[src/include/cpu16_config.svh]
`ifndef CPU16_CONFIG_SVH
`define CPU16_CONFIG_SVH

// datapath and instruction word width
`define CPU16_XLEN 16

// architectural registers r0..r15
`define CPU16_NREGS 16

// memory depths in 16-bit words
`define CPU16_IMEM_DEPTH 256
`define CPU16_DMEM_DEPTH 256

// APB byte address, bit 0 not decoded
`define CPU16_APB_AW 10

`endif

[src/verilog/cpu16_pkg.sv]
package cpu16_pkg;

  // opcode field, instruction bits 15..12
  typedef enum logic [3:0] {
    OP_NOP  = 4'h0,
    OP_ADD  = 4'h1,
    OP_SUB  = 4'h2,
    OP_AND  = 4'h3,
    OP_ORR  = 4'h4,
    OP_XOR  = 4'h5,
    OP_MOVI = 4'h6,
    OP_ADDI = 4'h7,
    OP_LSL  = 4'h8,
    OP_LSR  = 4'h9,
    OP_ASR  = 4'ha,
    OP_LDR  = 4'hb,
    OP_STR  = 4'hc,
    OP_CMP  = 4'hd,
    OP_BCC  = 4'he,
    OP_HLT  = 4'hf
  } opcode_e;

  // nine operations, so the field needs four bits
  typedef enum logic [3:0] {
    ALU_ADD,
    ALU_SUB,
    ALU_AND,
    ALU_ORR,
    ALU_XOR,
    ALU_PASS_B,
    ALU_LSL,
    ALU_LSR,
    ALU_ASR
  } alu_op_e;

  typedef enum logic [1:0] {
    WB_ALU = 2'd0,
    WB_MEM = 2'd1
  } wb_sel_e;

  // branch condition, bits 11..8 of BCC
  typedef enum logic [3:0] {
    COND_AL = 4'h0,
    COND_EQ = 4'h1,
    COND_NE = 4'h2,
    COND_LT = 4'h3,
    COND_GE = 4'h4,
    COND_CS = 4'h5,
    COND_CC = 4'h6
  } cond_e;

endpackage

[src/verilog/execute_stage.sv]
`include "cpu16_config.svh"

module execute_stage (
  input  logic                            clk,
  input  logic                            rst,
  input  cpu16_pkg::alu_op_e              idex_alu_op,
  input  cpu16_pkg::wb_sel_e              idex_wb_sel,
  input  logic [$clog2(`CPU16_NREGS)-1:0] idex_rd,
  input  logic [$clog2(`CPU16_NREGS)-1:0] idex_rs_addr,
  input  logic [$clog2(`CPU16_NREGS)-1:0] idex_rd_addr,
  input  logic [`CPU16_XLEN-1:0]          idex_a,
  input  logic [`CPU16_XLEN-1:0]          idex_b,
  input  logic [`CPU16_XLEN-1:0]          idex_imm,
  input  logic                            idex_use_imm,
  input  logic                            idex_reg_we,
  input  logic                            idex_mem_we,
  input  logic                            idex_set_flags,
  input  logic                            wb_valid,
  input  logic [$clog2(`CPU16_NREGS)-1:0] wb_addr,
  input  logic [`CPU16_XLEN-1:0]          wb_data,
  output logic [3:0]                      ex_flags,
  output logic [`CPU16_XLEN-1:0]          ex_mem_result,
  output logic [`CPU16_XLEN-1:0]          ex_mem_store_data,
  output logic [$clog2(`CPU16_NREGS)-1:0] ex_mem_rd,
  output logic                            ex_mem_reg_we,
  output logic                            ex_mem_mem_we,
  output cpu16_pkg::wb_sel_e              ex_mem_wb_sel
);

  import cpu16_pkg::*;

  localparam int X = `CPU16_XLEN;

  logic [X-1:0] fwd_a;
  logic [X-1:0] fwd_b;
  logic [X-1:0] op_b;
  logic [X-1:0] b_eff;
  logic [X-1:0] result;
  logic [X:0]   sum;
  logic [3:0]   shamt;
  logic [3:0]   flags_q;
  logic         sub;
  logic         exmem_fwd_ok;

  ////////////////////////////////////////////////////////////////////////////
  // forwarding, EX/MEM before MEM/WB
  ////////////////////////////////////////////////////////////////////////////

  // load data is not ready in EX/MEM yet
  assign exmem_fwd_ok = ex_mem_reg_we && (ex_mem_wb_sel == WB_ALU);

  always_comb begin
    if (exmem_fwd_ok && (ex_mem_rd == idex_rd_addr)) begin
      fwd_a = ex_mem_result;
    end else if (wb_valid && (wb_addr == idex_rd_addr)) begin
      fwd_a = wb_data;
    end else begin
      fwd_a = idex_a;
    end
  end

  always_comb begin
    if (exmem_fwd_ok && (ex_mem_rd == idex_rs_addr)) begin
      fwd_b = ex_mem_result;
    end else if (wb_valid && (wb_addr == idex_rs_addr)) begin
      fwd_b = wb_data;
    end else begin
      fwd_b = idex_b;
    end
  end

  ////////////////////////////////////////////////////////////////////////////
  // ALU and shifter
  ////////////////////////////////////////////////////////////////////////////

  assign op_b  = idex_use_imm ? idex_imm : fwd_b;
  assign shamt = op_b[3:0];

  // subtract as a + ~b + 1, carry out means no borrow
  assign sub   = (idex_alu_op == ALU_SUB);
  assign b_eff = sub ? ~op_b : op_b;
  assign sum   = {1'b0, fwd_a} + {1'b0, b_eff} + {{X{1'b0}}, sub};

  always_comb begin
    case (idex_alu_op)
      ALU_ADD, ALU_SUB: result = sum[X-1:0];
      ALU_AND:          result = fwd_a & op_b;
      ALU_ORR:          result = fwd_a | op_b;
      ALU_XOR:          result = fwd_a ^ op_b;
      ALU_PASS_B:       result = op_b;
      ALU_LSL:          result = fwd_a << shamt;
      ALU_LSR:          result = fwd_a >> shamt;
      ALU_ASR:          result = $signed(fwd_a) >>> shamt;
      default:          result = '0;
    endcase
  end

  // flags {n, z, c, v}, passed straight to a branch in decode
  assign ex_flags = idex_set_flags ?
                    {sum[X-1], (sum[X-1:0] == '0), sum[X],
                     (fwd_a[X-1] == b_eff[X-1]) && (sum[X-1] != fwd_a[X-1])} :
                    flags_q;

  always_ff @(posedge clk) begin
    if (rst) begin
      flags_q <= '0;
    end else begin
      flags_q <= ex_flags;
    end
  end

  // EX/MEM
  always_ff @(posedge clk) begin
    if (rst) begin
      ex_mem_reg_we <= 1'b0;
      ex_mem_mem_we <= 1'b0;
    end else begin
      ex_mem_reg_we <= idex_reg_we;
      ex_mem_mem_we <= idex_mem_we;
    end
  end

  always_ff @(posedge clk) begin
    ex_mem_result     <= result;
    ex_mem_store_data <= fwd_b;
    ex_mem_rd         <= idex_rd;
    ex_mem_wb_sel     <= idex_wb_sel;
  end

  // STR decodes without a register write
  a_store_not_reg_write: assert property (
    @(posedge clk) disable iff (rst) ex_mem_mem_we |-> !ex_mem_reg_we
  );

endmodule

[config.mk]
export PLATFORM = sky130hd
export DESIGN_NAME = execute_stage
export DESIGN_NICKNAME = d
export VERILOG_FILES = /design/src/verilog/cpu16_pkg.sv /design/src/verilog/execute_stage.sv
export VERILOG_INCLUDE_DIRS = /design/src /design/src/include
export SDC_FILE = /design/constraint.sdc
export NUM_CORES = 1
export LEC_CHECK = 0
export CORE_ASPECT_RATIO = 1.2
export CORE_MARGIN = 3
export CORE_UTILIZATION = 35
export DETAILED_ROUTE_END_ITERATION = 7
export DONT_BUFFER_PORTS = 1
export GPL_TIMING_DRIVEN = 1
export PLACE_DENSITY = 0.51
export SLEW_MARGIN = 40
export SYNTH_ARGS = -nofsm -noshare
export SYNTH_HDL_FRONTEND = slang
export SYNTH_SLANG_ARGS = --single-unit
[constraint.sdc]
create_clock -name clk -period 5.2 [get_ports clk]
set_input_delay 0.26 -clock clk [delete_from_list [all_inputs] [get_ports clk]]
set_output_delay 0.26 -clock clk [all_outputs]
set_load 0.05 [all_outputs]
==> parameters.txt, run 1 <==
Parameter                              Value

Status
  Outcome ... complete, no violations

Critical path
  Critical path's most frequent cell ... sky130_fd_sc_hd__buf_4
  Cell Chain, Critical Path ... xnor2_1 -> nand4_1 -> buf_4 -> nor2_4 -> buf_4 -> o21ai_0 -> mux2i_2 -> xnor2_1 -> ha_2 -> or2_2 -> a211oi_1 -> a21oi_2 -> a2111oi_4 -> mux2i_1 -> a2111oi_2 -> nand4b_1 -> buf_4 -> o21ai_4 -> buf_12
  Setup crit start kind ... flop
  CP max stage delay ... 370 ps
  CP arrival ... 4740 ps
  Worst Path Required ... 4940 ps
  Crit path buffers/inverters ... 4
  Worst Setup SP ... ex_mem_rd[2]$_DFF_P_
  R2R Path Start ... ex_mem_rd[2]$_DFF_P_
  Top Family by Delay on Critical Path ... compound AO/OA/AOI/OAI gates
  Category of the worst setup path capture point ... output pin
  Critical path peak fanout ... 14
  Max stage delay cell, worst path ... sky130_fd_sc_hd__a2111oi_4
  Kind of critical path ... flop to output pin

Clock tree
  Clock latency reported for the late side of the worst-skew pair ... 310 ps
  Number of buffers inserted during clock tree synthesis ... 5
  # clock sinks ... 44
  CTS root buffer ... sky130_fd_sc_hd__clkbuf_16
  Total number of H-tree levels ... 2
  Maximum root-to-sink buffer count ... 2
  Clock slew at reported path FFs ... 70 ps
  CTS tree ... done

Power and ir drop
  Part of the power in registers ... 26.8%
  Int Pwr ... 0.925 mW
  Fraction of power consumed by the clock network ... 22.4%
  Switching power summed over all nets ... approximately 0.8 mW
  Share of total power in combinational logic ... 50.8%
  Standby leakage power ... ~2.9 nW
  Power per Cell Area ... 246 nW/um^2
  VDD IR-drop max ... 0.000115 V
  PnR Total Power ... roughly 1.7 mW
  Fraction of power spent switching nets ... a little under half

Timing
  Worst hold-check slack ... roughly 15 ps
  Fin. max-slew vios ... 0
  Setup violation total in the final timing report ... 0
  Worst slew margin relative to its limit ... 47.4%
  FMAX ... between 200 and 250 MHz
  Final clock period utilization by the worst path ... roughly 96%
  Post-route minimum period ... 5000 ps
  Final Skew ... 18.6 ps
  Hold violation total from the final report ... 0
  Transition time of the tightest slew-check pin ... 786 ps

Hold path
  Path class of the lowest-slack min-delay path ... input pin to flop
  Worst Min Path Start ... rst

Die
  Area of the core region ... 16500 um^2
  DIE AREA ... 18700 um^2
  Number of top-level pins ... 137
  Starting utilization of the core area ... 36.2%
  Die X-Extent ... 125 um
  Number of core rows ... 51
  Overall die height ... 149 um

Detailed routing
  Detailed Routing Iterations Pass 1 ... 5
  Via count of the routed design ... 6458
  Detailed-route vias per instance ... 6.22
  DRC violations left ... 0
  Wire length per cell ... 24.7 um
  Number of design-rule violations left by the first detailed-router iteration ... about 600
  Routed wire length ... around 26000 um
  Antenna viol nets, final ... 0

Logic synthesis
  Portion of the post-synthesis area used by sequential elements ... 14.7%
  Post-synth EDFFs ... 0
  Ys flop type ... sky130_fd_sc_hd__dfxtp_1
  Library cells used by synthesis ... 84
  Mapped cell area ... roughly 6000 um^2
  Post-Syn Nets ... 924
  Gate count after technology mapping ... 781
  Seq cells post-synth ... 44
  Async set-reset flop share out of synthesis ... 0%
  Library cell with the largest summed area after synthesis ... sky130_fd_sc_hd__dfxtp_1
  Area share of the leading cell type in the synthesized netlist ... 14.7%
  Total of warnings raised by yosys ... 0
  Mean instance size in the synthesized netlist ... 7.66 um^2
  Leading cell types by total area after synthesis ... sky130_fd_sc_hd__dfxtp_1 15%, sky130_fd_sc_hd__mux2i_1 11%, sky130_fd_sc_hd__ha_1 10%, sky130_fd_sc_hd__xnor2_1 4.7%, sky130_fd_sc_hd__nor2_1 4.1%

Final layout
  Area added between synthesis and finish ... 17.2%
  Number of nets in the final layout ... roughly 970
  Antenna diode count ... 0
  Share of layout cells above drive strength 1 ... 20.1%

Placed design
  Routability congestion estimate ... 0.983
  Final HPWL from detailed placement ... approximately 20000 um
  Number of port buffers ... 0

Global routing
  Number of antenna violations at the first check in global routing ... 0
  Via count of the first global-routing pass ... 6309
  Overall Global Routing Usage ... about a quarter
  Global-route wire length before repair ... 38000 um
  Global-route met2 utilization ... a little under half
  Largest net degree at the start of global routing ... 34
  GR Layer Usage met1 ... 31.7%
  Global route total overflow ... 0
  Top Usage Layer GRT ... met2
  Met3 Usage GRT ... 3.26%

Flow run
  Number of maximum-capacitance violations ... 0
-- worst register-to-register path, stage by stage (launching register included) --
cell                        delay, ps
sky130_fd_sc_hd__dfxtp_2          340
sky130_fd_sc_hd__xnor2_1          150
sky130_fd_sc_hd__nand4_1          110
sky130_fd_sc_hd__buf_4            170
sky130_fd_sc_hd__nor2_4           170
sky130_fd_sc_hd__buf_4            240
sky130_fd_sc_hd__o21ai_0          220
sky130_fd_sc_hd__mux2i_2          330
sky130_fd_sc_hd__xnor2_1          180
sky130_fd_sc_hd__ha_2             360
sky130_fd_sc_hd__or2_2            290
sky130_fd_sc_hd__a211oi_1         350
sky130_fd_sc_hd__a21oi_2          130
sky130_fd_sc_hd__a2111oi_4        380
sky130_fd_sc_hd__mux2i_1          140
sky130_fd_sc_hd__a2111oi_2        270
sky130_fd_sc_hd__nand4b_1         130
sky130_fd_sc_hd__buf_4            170
sky130_fd_sc_hd__buf_4            130
sky130_fd_sc_hd__o22ai_1          110
-- power groups by stage --
stage | Sequential, mW | Clock (mW) | Combinational (mW)
after floorplan | 0.519 | 0 | 0.523
after global placement | 0.471 | 0 | 0.813
after detailed placement | 0.471 | 0 | 0.817
after CTS | 0.463 | 0.397 | 0.828
after global routing | 0.466 | 0.408 | 0.938
final | 0.463 | 0.388 | 0.878
-- repair_timing --
action | 4_1_cts | 5_1_grt
setup buffers | 3 | 7
setup endpoints to repair | 1 | 1
pin swaps | 2 | 7
hold endpoints to repair | 6 | 0
gates resized for setup | 9 | 17
hold buffers | 6 | 0
-- worst paths after layout --
kind	end	slack, ps	depth (start not counted)
max reg2reg	flags_q[2]$_SDFF_PP0_	770	19
max	ex_flags[2]	200	19
min	ex_mem_reg_we$_SDFF_PP0_	20	1
min reg2reg	flags_q[0]$_SDFF_PP0_	480	2
-- routing by layer --
metal  share of wire, %  routed length (um)
met3                5.2                1340
met2                 50               12800
met4                3.8                 981
met1                 41               10500
met5                  0                   0
-- logic make-up after synthesis --
| family | count (synthesis) | synth area share, % |
|---|---|---|
| compound gates | 251 | 29.9 |
| simple gates | 236 | 19.7 |
| buf+inv | 87 | 6.31 |
| mux | 80 | 13.9 |
| fa+ha+maj | 50 | 10.6 |
| flops | 44 | 14.7 |
| xor+xnor | 33 | 4.83 |
-- registers in the layout, indices dropped and copies added (netlist names) --
signal / count
ex_mem_result: 16
ex_mem_store_data: 16
ex_mem_rd: 4
flags_q: 4
ex_mem_wb_sel: 2
ex_mem_mem_we: 1
ex_mem_reg_we: 1
-- placed cells by master, fill, tap and decap left out, drive strengths merged, types with 32 or more instances in the layout --
cell type / netlist / final
buf: 23 / 73
a21oi: 43 / 43
nand2: 50 / 50
inv: 45 / 46
o21ai: 54 / 54
ha: 49 / 49
nor2: 66 / 66
mux2i: 64 / 64
dfxtp: 44 / 44
xnor2: 32 / 32
-- final cells by class --
class                           count  area, um^2
Clock buffer                        5         125
Timing Repair Buffer               79         637
Sequential cell                    44         890
Clock inverter                      3        46.3
Inverter                           45         171
Tap cell                          212         265
Fill cell                        1698        9510
Multi-Input combinational cell    650        4880
-- metrics by stage --
step                      cells  setup slack (ps)  utilization, %  setup TNS [ps]  area, um^2
after floorplan             781              66.0               -               0        6010
after global placement     1013               243            39.8               0        6570
after detailed placement   1014               165            39.9               0        6600
after CTS                  1031              38.0            41.6               0        6880
after global routing       1038              -103            42.5            -103        7020
final                      1038               203            42.5               0        7020
-- synth_stat cells (9+ instances only) --
library cell / count
sky130_fd_sc_hd__nor2_1: 65
sky130_fd_sc_hd__mux2i_1: 63
sky130_fd_sc_hd__ha_1: 49
sky130_fd_sc_hd__nand2_1: 49
sky130_fd_sc_hd__o21ai_0: 48
sky130_fd_sc_hd__dfxtp_1: 44
sky130_fd_sc_hd__a21oi_1: 41
sky130_fd_sc_hd__inv_1: 41
sky130_fd_sc_hd__xnor2_1: 32
sky130_fd_sc_hd__nand3_1: 27
sky130_fd_sc_hd__nor3_1: 25
sky130_fd_sc_hd__a21o_1: 19
sky130_fd_sc_hd__clkbuf_1: 19
sky130_fd_sc_hd__o211ai_1: 19
sky130_fd_sc_hd__mux2_2: 16
sky130_fd_sc_hd__a221oi_1: 15
sky130_fd_sc_hd__a31oi_1: 12
sky130_fd_sc_hd__and2_1: 11
sky130_fd_sc_hd__a211oi_1: 9
sky130_fd_sc_hd__buf_2: 9
sky130_fd_sc_hd__nand2b_1: 9
sky130_fd_sc_hd__nand4_1: 9
Power figures use the tool's default switching activity.
==> run 2, diff against run 1 <==
Settings changed: HOLD_SLACK_MARGIN set to 0.02.
==> parameters.txt, run 2 (same netlist as run 1, synthesis figures left out) <==
Parameter                              Value

Critical path
  Worst Setup SP ... ex_mem_rd[2]$_DFF_P_ (unchanged)
  Reg2reg path depth ... 19 (unchanged)
  Setup crit start kind ... flop (unchanged)
  Category of the worst setup path capture point ... output pin (unchanged)
  Critical path peak fanout ... 14 (unchanged)
  Kind of critical path ... flop to output pin (unchanged)
  Worst Path Required ... 4940 ps (about the same)
  CP arrival ... 4710 ps (was 4740 ps)
  R2R Path Start ... ex_mem_rd[2]$_DFF_P_ (unchanged)

Detailed routing
  Number of design-rule violations left by the first detailed-router iteration ... 580 (was 596)
  Detailed Routing Iterations Pass 1 ... 6 (was 5)
  Via count of the routed design ... 6446 (was 6458)
  Antenna viol nets, final ... 0 (unchanged)
  DRC violations left ... 0 (unchanged)
  Detailed-route vias per instance ... 6.20 (was 6.22)
  Wire length per cell ... 24.6 um (was 24.7 um)
  Routed wire length ... 25500 um (was 25600 um)

Clock tree
  Clock latency reported for the late side of the worst-skew pair ... 310 ps (about the same)
  # clock sinks ... 44 (unchanged)
  CTS tree ... done (unchanged)
  Maximum root-to-sink buffer count ... 2 (unchanged)
  CTS root buffer ... sky130_fd_sc_hd__clkbuf_16 (unchanged)
  Number of buffers inserted during clock tree synthesis ... 5 (unchanged)
  Total number of H-tree levels ... 2 (unchanged)
  Clock slew at reported path FFs ... 70 ps (about the same)

Power and ir drop
  Share of total power in combinational logic ... 50.7% (was 50.8%)
  Switching power summed over all nets ... 0.802 mW (was 0.803 mW)
  VDD IR-drop max ... 0.000115 V (about the same)
  Power per Cell Area ... 246 nW/um^2 (about the same)
  Int Pwr ... 0.925 mW (about the same)
  Standby leakage power ... 2.86 nW (about the same)
  Fraction of power spent switching nets ... 46.4% (was 46.5%)
  Part of the power in registers ... 26.8% (about the same)
  Fraction of power consumed by the clock network ... 22.5% (was 22.4%)

Timing
  Fin. max-slew vios ... 0 (unchanged)
  Post-route minimum period ... 4970 ps (was 5000 ps)
  Hold violation total from the final report ... 0 (unchanged)
  Post-route setup TNS ... 0 ps (unchanged)
  Transition time of the tightest slew-check pin ... 762 ps (was 786 ps)
  Setup violation total in the final timing report ... 0 (unchanged)
  Final critical-path setup slack ... 233 ps (was 203 ps)
  Worst slew margin relative to its limit ... 49.0% (was 47.4%)
  Final Skew ... 18.8 ps (was 18.6 ps)
  Final clock period utilization by the worst path ... 95.5% (was 96.1%)
  Worst hold-check slack ... 26.6 ps (was 15.5 ps)
  FMAX ... 201 MHz (was 200 MHz)

Die
  Number of top-level pins ... 137 (unchanged)
  Die X-Extent ... 125 um (unchanged)
  Area of the core region ... 16500 um^2 (unchanged)
  Number of core rows ... 51 (unchanged)
  Overall die height ... 149 um (unchanged)
  DIE AREA ... 18700 um^2 (unchanged)
  Starting utilization of the core area ... 36.2% (unchanged)

Global routing
  Overall Global Routing Usage ... 26.0% (about the same)
  Via count of the first global-routing pass ... 6318 (was 6309)
  Largest net degree at the start of global routing ... 34 (unchanged)
  Number of antenna violations at the first check in global routing ... 0 (unchanged)
  Global route total overflow ... 0 (unchanged)
  Global-route wire length before repair ... 38000 um (about the same)

Final layout
  Number of nets in the final layout ... 969 (was 968)
  Share of layout cells above drive strength 1 ... 20.1% (about the same)
  Fillcell total ... 1697 (was 1698)
  Antenna diode count ... 0 (unchanged)
  Most used cells in the layout excluding fill and tap cells ... 70 x sky130_fd_sc_hd__buf_4, 63 x sky130_fd_sc_hd__nor2_1, 61 x sky130_fd_sc_hd__mux2i_1, 48 x sky130_fd_sc_hd__nand2_1 (unchanged)
  Area added between synthesis and finish ... 17.4% (was 17.2%)
  Most common library cell in the layout ignoring fill and taps ... sky130_fd_sc_hd__buf_4 (unchanged)
  Post-route insts no fill ... 1039 (was 1038)
  Top Registers ... ex_mem_result x16, ex_mem_store_data x16 (unchanged)

Placed design
  Cell count after placement ... 1014 (unchanged)
  Number of port buffers ... 0 (unchanged)
  Final HPWL from detailed placement ... 20300 um (unchanged)
  Minimum setup slack after placement ... 165 ps (unchanged)
  Routability congestion estimate ... 0.983 (unchanged)

Flow run
  Number of maximum-capacitance violations ... 0 (unchanged)

Hold path
  Path class of the lowest-slack min-delay path ... input pin to flop (unchanged)
  Worst Min Path Start ... rst (unchanged)
  WHS Path Cells ... 1 (unchanged)

Status
  Outcome ... complete, no violations (unchanged)
[run 2: changes by cell type in the layout (fill, tap and decap cells not counted), sizes merged]
cell         before  now
dlygate4sd3       6    7
[run 2: what timing repair did]
item                                   CTS  global route
endpoints found under the hold margin   10             0
hold buffers                             7             0
buffers inserted                         3             7
setup endpoints to repair                1             1
gates resized for setup                  9            17
pin swaps                                2             7
cloned                                   0             0
[run 2: per-stage QoR]
step / utilization, % / area, um^2 / power (mW)
3_5_place_dp: 39.9 / 6600 / 1.29
3_3_place_gp: 39.8 / 6570 / 1.28
6_report: 42.5 / 7030 / 1.73
5_1_grt: 42.5 / 7030 / 1.81
4_1_cts: 41.7 / 6890 / 1.69
2_1_floorplan: - / 6010 / 1.04
[run 2: worst max-delay path: stages, from the launching register on]
cell and delay [ps]:
sky130_fd_sc_hd__dfxtp_2 340, sky130_fd_sc_hd__xnor2_1 150, sky130_fd_sc_hd__nand4_1 100, sky130_fd_sc_hd__buf_4 170, sky130_fd_sc_hd__nor2_4 170, sky130_fd_sc_hd__buf_4 240, sky130_fd_sc_hd__o21ai_0 210, sky130_fd_sc_hd__mux2i_2 330
sky130_fd_sc_hd__xnor2_1 180, sky130_fd_sc_hd__ha_2 360, sky130_fd_sc_hd__or2_2 290, sky130_fd_sc_hd__a211oi_1 350, sky130_fd_sc_hd__a21oi_2 130, sky130_fd_sc_hd__a2111oi_4 370, sky130_fd_sc_hd__mux2i_1 140, sky130_fd_sc_hd__a2111oi_2 250
sky130_fd_sc_hd__nand4b_1 130, sky130_fd_sc_hd__buf_4 170, sky130_fd_sc_hd__o21ai_4 160, sky130_fd_sc_hd__buf_12 150
[run 2: power by group through the flow]
stage	Combinational (mW)	Sequential (mW)	Clock [mW]
detailed placement	0.817	0.471	0
finish	0.876	0.463	0.388
global placement	0.813	0.471	0
global route	0.939	0.466	0.408
floorplan	0.523	0.519	0
CTS	0.829	0.463	0.397
[run 2: final timing paths]
check                                             end  slack (ps)
worst min-delay path            flags_q[1]$_SDFF_PP0_          30
worst min register to register  flags_q[0]$_SDFF_PP0_         490
worst max-delay path                      ex_flags[2]         230
worst max register to register  flags_q[2]$_SDFF_PP0_         800
[run 2: area by class of cell]
cell class                 count  area [um^2]  share of cell area [%]
timing repair buffer          80          647                    9.21
clock buffer                   5          125                    1.78
tap                          212          265                    3.77
multi-input combinational    650         4880                    69.5
clock inverter                 3         46.3                   0.659
inverter                      45          171                    2.44
sequential                    44          890                    12.7
[run 2: routing by layer]
metal  share of wire (%)  GRT usage [%]  routed length [um]
met2                  50           46.8               12800
met5                   0              0                   0
met4                 3.9           9.54                 994
met3                 5.4           3.30                1370
met1                  41           31.8               10400
==> run 3, diff against run 2 <==
Settings changed: CORE_ASPECT_RATIO 1.2 to unset.
==> parameters.txt, run 3 (same netlist as run 1, synthesis figures left out) <==
Parameter                              Value

Status
  Outcome ... complete, no violations (unchanged)

Die
  Starting utilization of the core area ... 36.0% (was 36.2%)
  Number of core rows ... 47 (was 51)
  Overall die height ... 137 um (was 149 um)
  DIE AREA ... 18700 um^2 (about the same)
  Number of top-level pins ... 137 (unchanged)
  Die X-Extent ... 137 um (was 125 um)
  Area of the core region ... 16600 um^2 (was 16500 um^2)

Timing
  Fin. max-slew vios ... 0 (unchanged)
  Post-route setup TNS ... 0 ps (unchanged)
  Worst slew margin relative to its limit ... 50.6% (was 49.0%)
  FMAX ... 200 MHz (was 201 MHz)
  RSZ-0062 raised after global routing ... false
  Hold violation total from the final report ... 0 (unchanged)
  Post-route minimum period ... 5000 ps (was 4970 ps)
  Final critical-path setup slack ... 202 ps (was 233 ps)
  Final Skew ... 17.0 ps (was 18.8 ps)
  Transition time of the tightest slew-check pin ... 738 ps (was 762 ps)
  Setup violation total in the final timing report ... 0 (unchanged)
  Final clock period utilization by the worst path ... 96.1% (was 95.5%)

Detailed routing
  Detailed-route vias per instance ... 6.26 (was 6.20)
  Via count of the routed design ... 6545 (was 6446)
  Number of design-rule violations left by the first detailed-router iteration ... 567 (was 580)
  Routed wire length ... 26500 um (was 25500 um)
  Antenna viol nets, final ... 0 (unchanged)
  Detailed Routing Iterations Pass 1 ... 5 (was 6)
  Wire length per cell ... 25.3 um (was 24.6 um)
  DRC violations left ... 0 (unchanged)

Placed design
  Final HPWL from detailed placement ... 20900 um (was 20300 um)
  Number of port buffers ... 0 (unchanged)
  Minimum setup slack after placement ... 70.2 ps (was 165 ps)
  Cell count after placement ... 1022 (was 1014)
  Routability congestion estimate ... 1.00 (was 0.983)

Critical path
  CP max stage delay ... 360 ps (was 370 ps)
  Reg2reg path depth ... 21 (was 19)
  Endpoint of the lowest-slack register-to-register path ... flags_q[2]$_SDFF_PP0_ (unchanged)
  Critical path peak fanout ... 5 (was 14)
  Cell Chain, Critical Path ... xnor2_1 -> nand4_1 -> buf_4 -> or2_2 -> a31oi_1 -> mux2_2 -> inv_1 -> xnor2_1 -> ha_1 -> nor2b_1 -> o21a_2 -> o21a_1 -> o211ai_1 -> buf_4 -> nand3b_1 -> a211oi_1 -> nor2_1 -> a2111oi_2 -> nand4b_1 -> o21ai_4 -> buf_12 (was xnor2_1 -> nand4_1 -> buf_4 -> nor2_4 -> buf_4 -> o21ai_0 -> mux2i_2 -> xnor2_1 -> ha_2 -> or2_2 -> a211oi_1 -> a21oi_2 -> a2111oi_4 -> mux2i_1 -> a2111oi_2 -> nand4b_1 -> buf_4 -> o21ai_4 -> buf_12)
  R2R Path Start ... ex_mem_rd[2]$_DFF_P_ (unchanged)
  Setup crit start kind ... flop (unchanged)
  Register-to-Register Setup Slack ... 730 ps (was 800 ps)
  Max stage delay cell, worst path ... sky130_fd_sc_hd__ha_1 (was sky130_fd_sc_hd__a2111oi_4)
  CP arrival ... 4740 ps (was 4710 ps)
  Worst Setup SP ... ex_mem_rd[2]$_DFF_P_ (unchanged)
  Category of the worst setup path capture point ... output pin (unchanged)
  Last element of the critical path ... ex_flags[2] (unchanged)
  Kind of critical path ... flop to output pin (unchanged)
  Worst Path Required ... 4940 ps (about the same)

Clock tree
  CTS root buffer ... sky130_fd_sc_hd__clkbuf_16 (unchanged)
  Number of buffers inserted during clock tree synthesis ... 5 (unchanged)
  Total number of H-tree levels ... 2 (unchanged)
  Clock slew at reported path FFs ... 80 ps (was 70 ps)
  # clock sinks ... 44 (unchanged)
  CTS tree ... done (unchanged)
  Clock latency reported for the late side of the worst-skew pair ... 310 ps (about the same)
  Maximum root-to-sink buffer count ... 2 (unchanged)

Final layout
  Antenna diode count ... 0 (unchanged)
  Area added between synthesis and finish ... 16.8% (was 17.4%)
  Number of nets in the final layout ... 967 (was 969)
  Top Registers ... ex_mem_result x16, ex_mem_store_data x16 (unchanged)
  Most common library cell in the layout ignoring fill and taps ... sky130_fd_sc_hd__buf_4 (unchanged)
  Area of the multi-input gates ... 4850 um^2 (was 4880 um^2)
  Fillcell total ... 1686 (was 1697)
  Post-route core utilization ... 42.0% (was 42.5%)
  Share of layout cells above drive strength 1 ... 19.2% (was 20.1%)
  Register area ... 890 um^2 (unchanged)
  Most used cells in the layout excluding fill and tap cells ... 68 x sky130_fd_sc_hd__buf_4, 64 x sky130_fd_sc_hd__nor2_1, 60 x sky130_fd_sc_hd__mux2i_1, 48 x sky130_fd_sc_hd__nand2_1, 47 x sky130_fd_sc_hd__ha_1 (was 70 x sky130_fd_sc_hd__buf_4, 63 x sky130_fd_sc_hd__nor2_1, 61 x sky130_fd_sc_hd__mux2i_1, 48 x sky130_fd_sc_hd__nand2_1)
  Post-route insts no fill ... 1045 (was 1039)

Global routing
  Met3 Usage GRT ... 5.66% (was 3.30%)
  Number of antenna violations at the first check in global routing ... 0 (unchanged)
  Global-route wire length before repair ... 38200 um (was 38000 um)
  Via count of the first global-routing pass ... 6353 (was 6318)
  Global-route met2 utilization ... 44.8% (was 46.8%)
  Global route total overflow ... 0 (unchanged)
  Largest net degree at the start of global routing ... 34 (unchanged)
  Overall Global Routing Usage ... 27.2% (was 26.0%)
  Top Usage Layer GRT ... met2 (unchanged)
  GR Layer Usage met1 ... 35.2% (was 31.8%)

Flow run
  Number of maximum-capacitance violations ... 0 (unchanged)

Power and ir drop
  Standby leakage power ... 2.84 nW (was 2.86 nW)
  Power per Cell Area ... 247 nW/um^2 (was 246 nW/um^2)
  VDD IR-drop max ... 0.000117 V (was 0.000115 V)

Hold path
  Path class of the lowest-slack min-delay path ... input pin to flop (unchanged)
[run 3: cell types whose count changed in the layout (fill, tap and decap cells not counted), sizes merged]
| cell | previous run | this run |
|---|---|---|
| buf | 73 | 71 |
[run 3: worst min-delay path by stage]
stage | from | cells past startpoint | slack, ps | endpoint
6_report | rst | 1 | 70 | flags_q[2]$_SDFF_PP0_
4_1_cts | rst | 1 | 70 | flags_q[2]$_SDFF_PP0_
5_1_grt | idex_mem_we | 1 | 90 | ex_mem_mem_we$_SDFF_PP0_
3_5_place_dp | idex_wb_sel[0] | 0 | 290 | ex_mem_wb_sel[0]$_DFF_P_
2_1_floorplan | idex_rd[0] | 0 | 290 | ex_mem_rd[0]$_DFF_P_
3_3_place_gp | idex_wb_sel[1] | 0 | 290 | ex_mem_wb_sel[1]$_DFF_P_
[run 3: power breakdown]
part,switching [mW],total [mW],internal [mW]
clock,0.158,0.387,0.229
sequential,0.115,0.489,0.374
combinational,0.537,0.852,0.315
[run 3: repair_timing]
action	4_1_cts	5_1_grt
endpoints found under the setup margin	1	2
setup buffers	2	6
hold endpoints to repair	10	0
hold buffers	7	0
gates resized for setup	10	15
pin swaps	2	8
[run 3: layout make-up]
type	instances	area share (%)
Multi-Input combinational cell	650	69.3
Clock inverter	3	0.662
Tap cell	220	3.94
Timing Repair Buffer	78	9.09
Sequential cell	44	12.7
Clock buffer	5	1.79
Inverter	45	2.45
[run 3: per-stage QoR]
stage | cell area (um^2) | power (mW) | hold slack [ps]
finish | 6990 | 1.73 | 73.4
global route | 6990 | 1.80 | 87.2
CTS | 6880 | 1.69 | 70.7
detailed placement | 6590 | 1.29 | 288
global placement | 6590 | 1.29 | 288
floorplan | 6010 | 1.04 | 288
[run 3: per-layer routing]
layer / wire length, um / vias to the layer above
met2: 11900 / 392
met4: 916 / 0
met3: 2610 / 52
met1: 11000 / 3087
met5: 0 / -
li1: - / 3014
[run 3: worst max-delay path, delay by kind of cell, from the launching register on]
family | cells | cell delay, ps
multiplexers | 1 | 200
buffers and inverters | 4 | 530
adder cells (fa/ha/maj) | 1 | 360
XOR/XNOR | 2 | 290
AND/OR/NAND/NOR | 6 | 980
AO/OA/AOI/OAI | 7 | 1710
flip-flops | 1 | 340
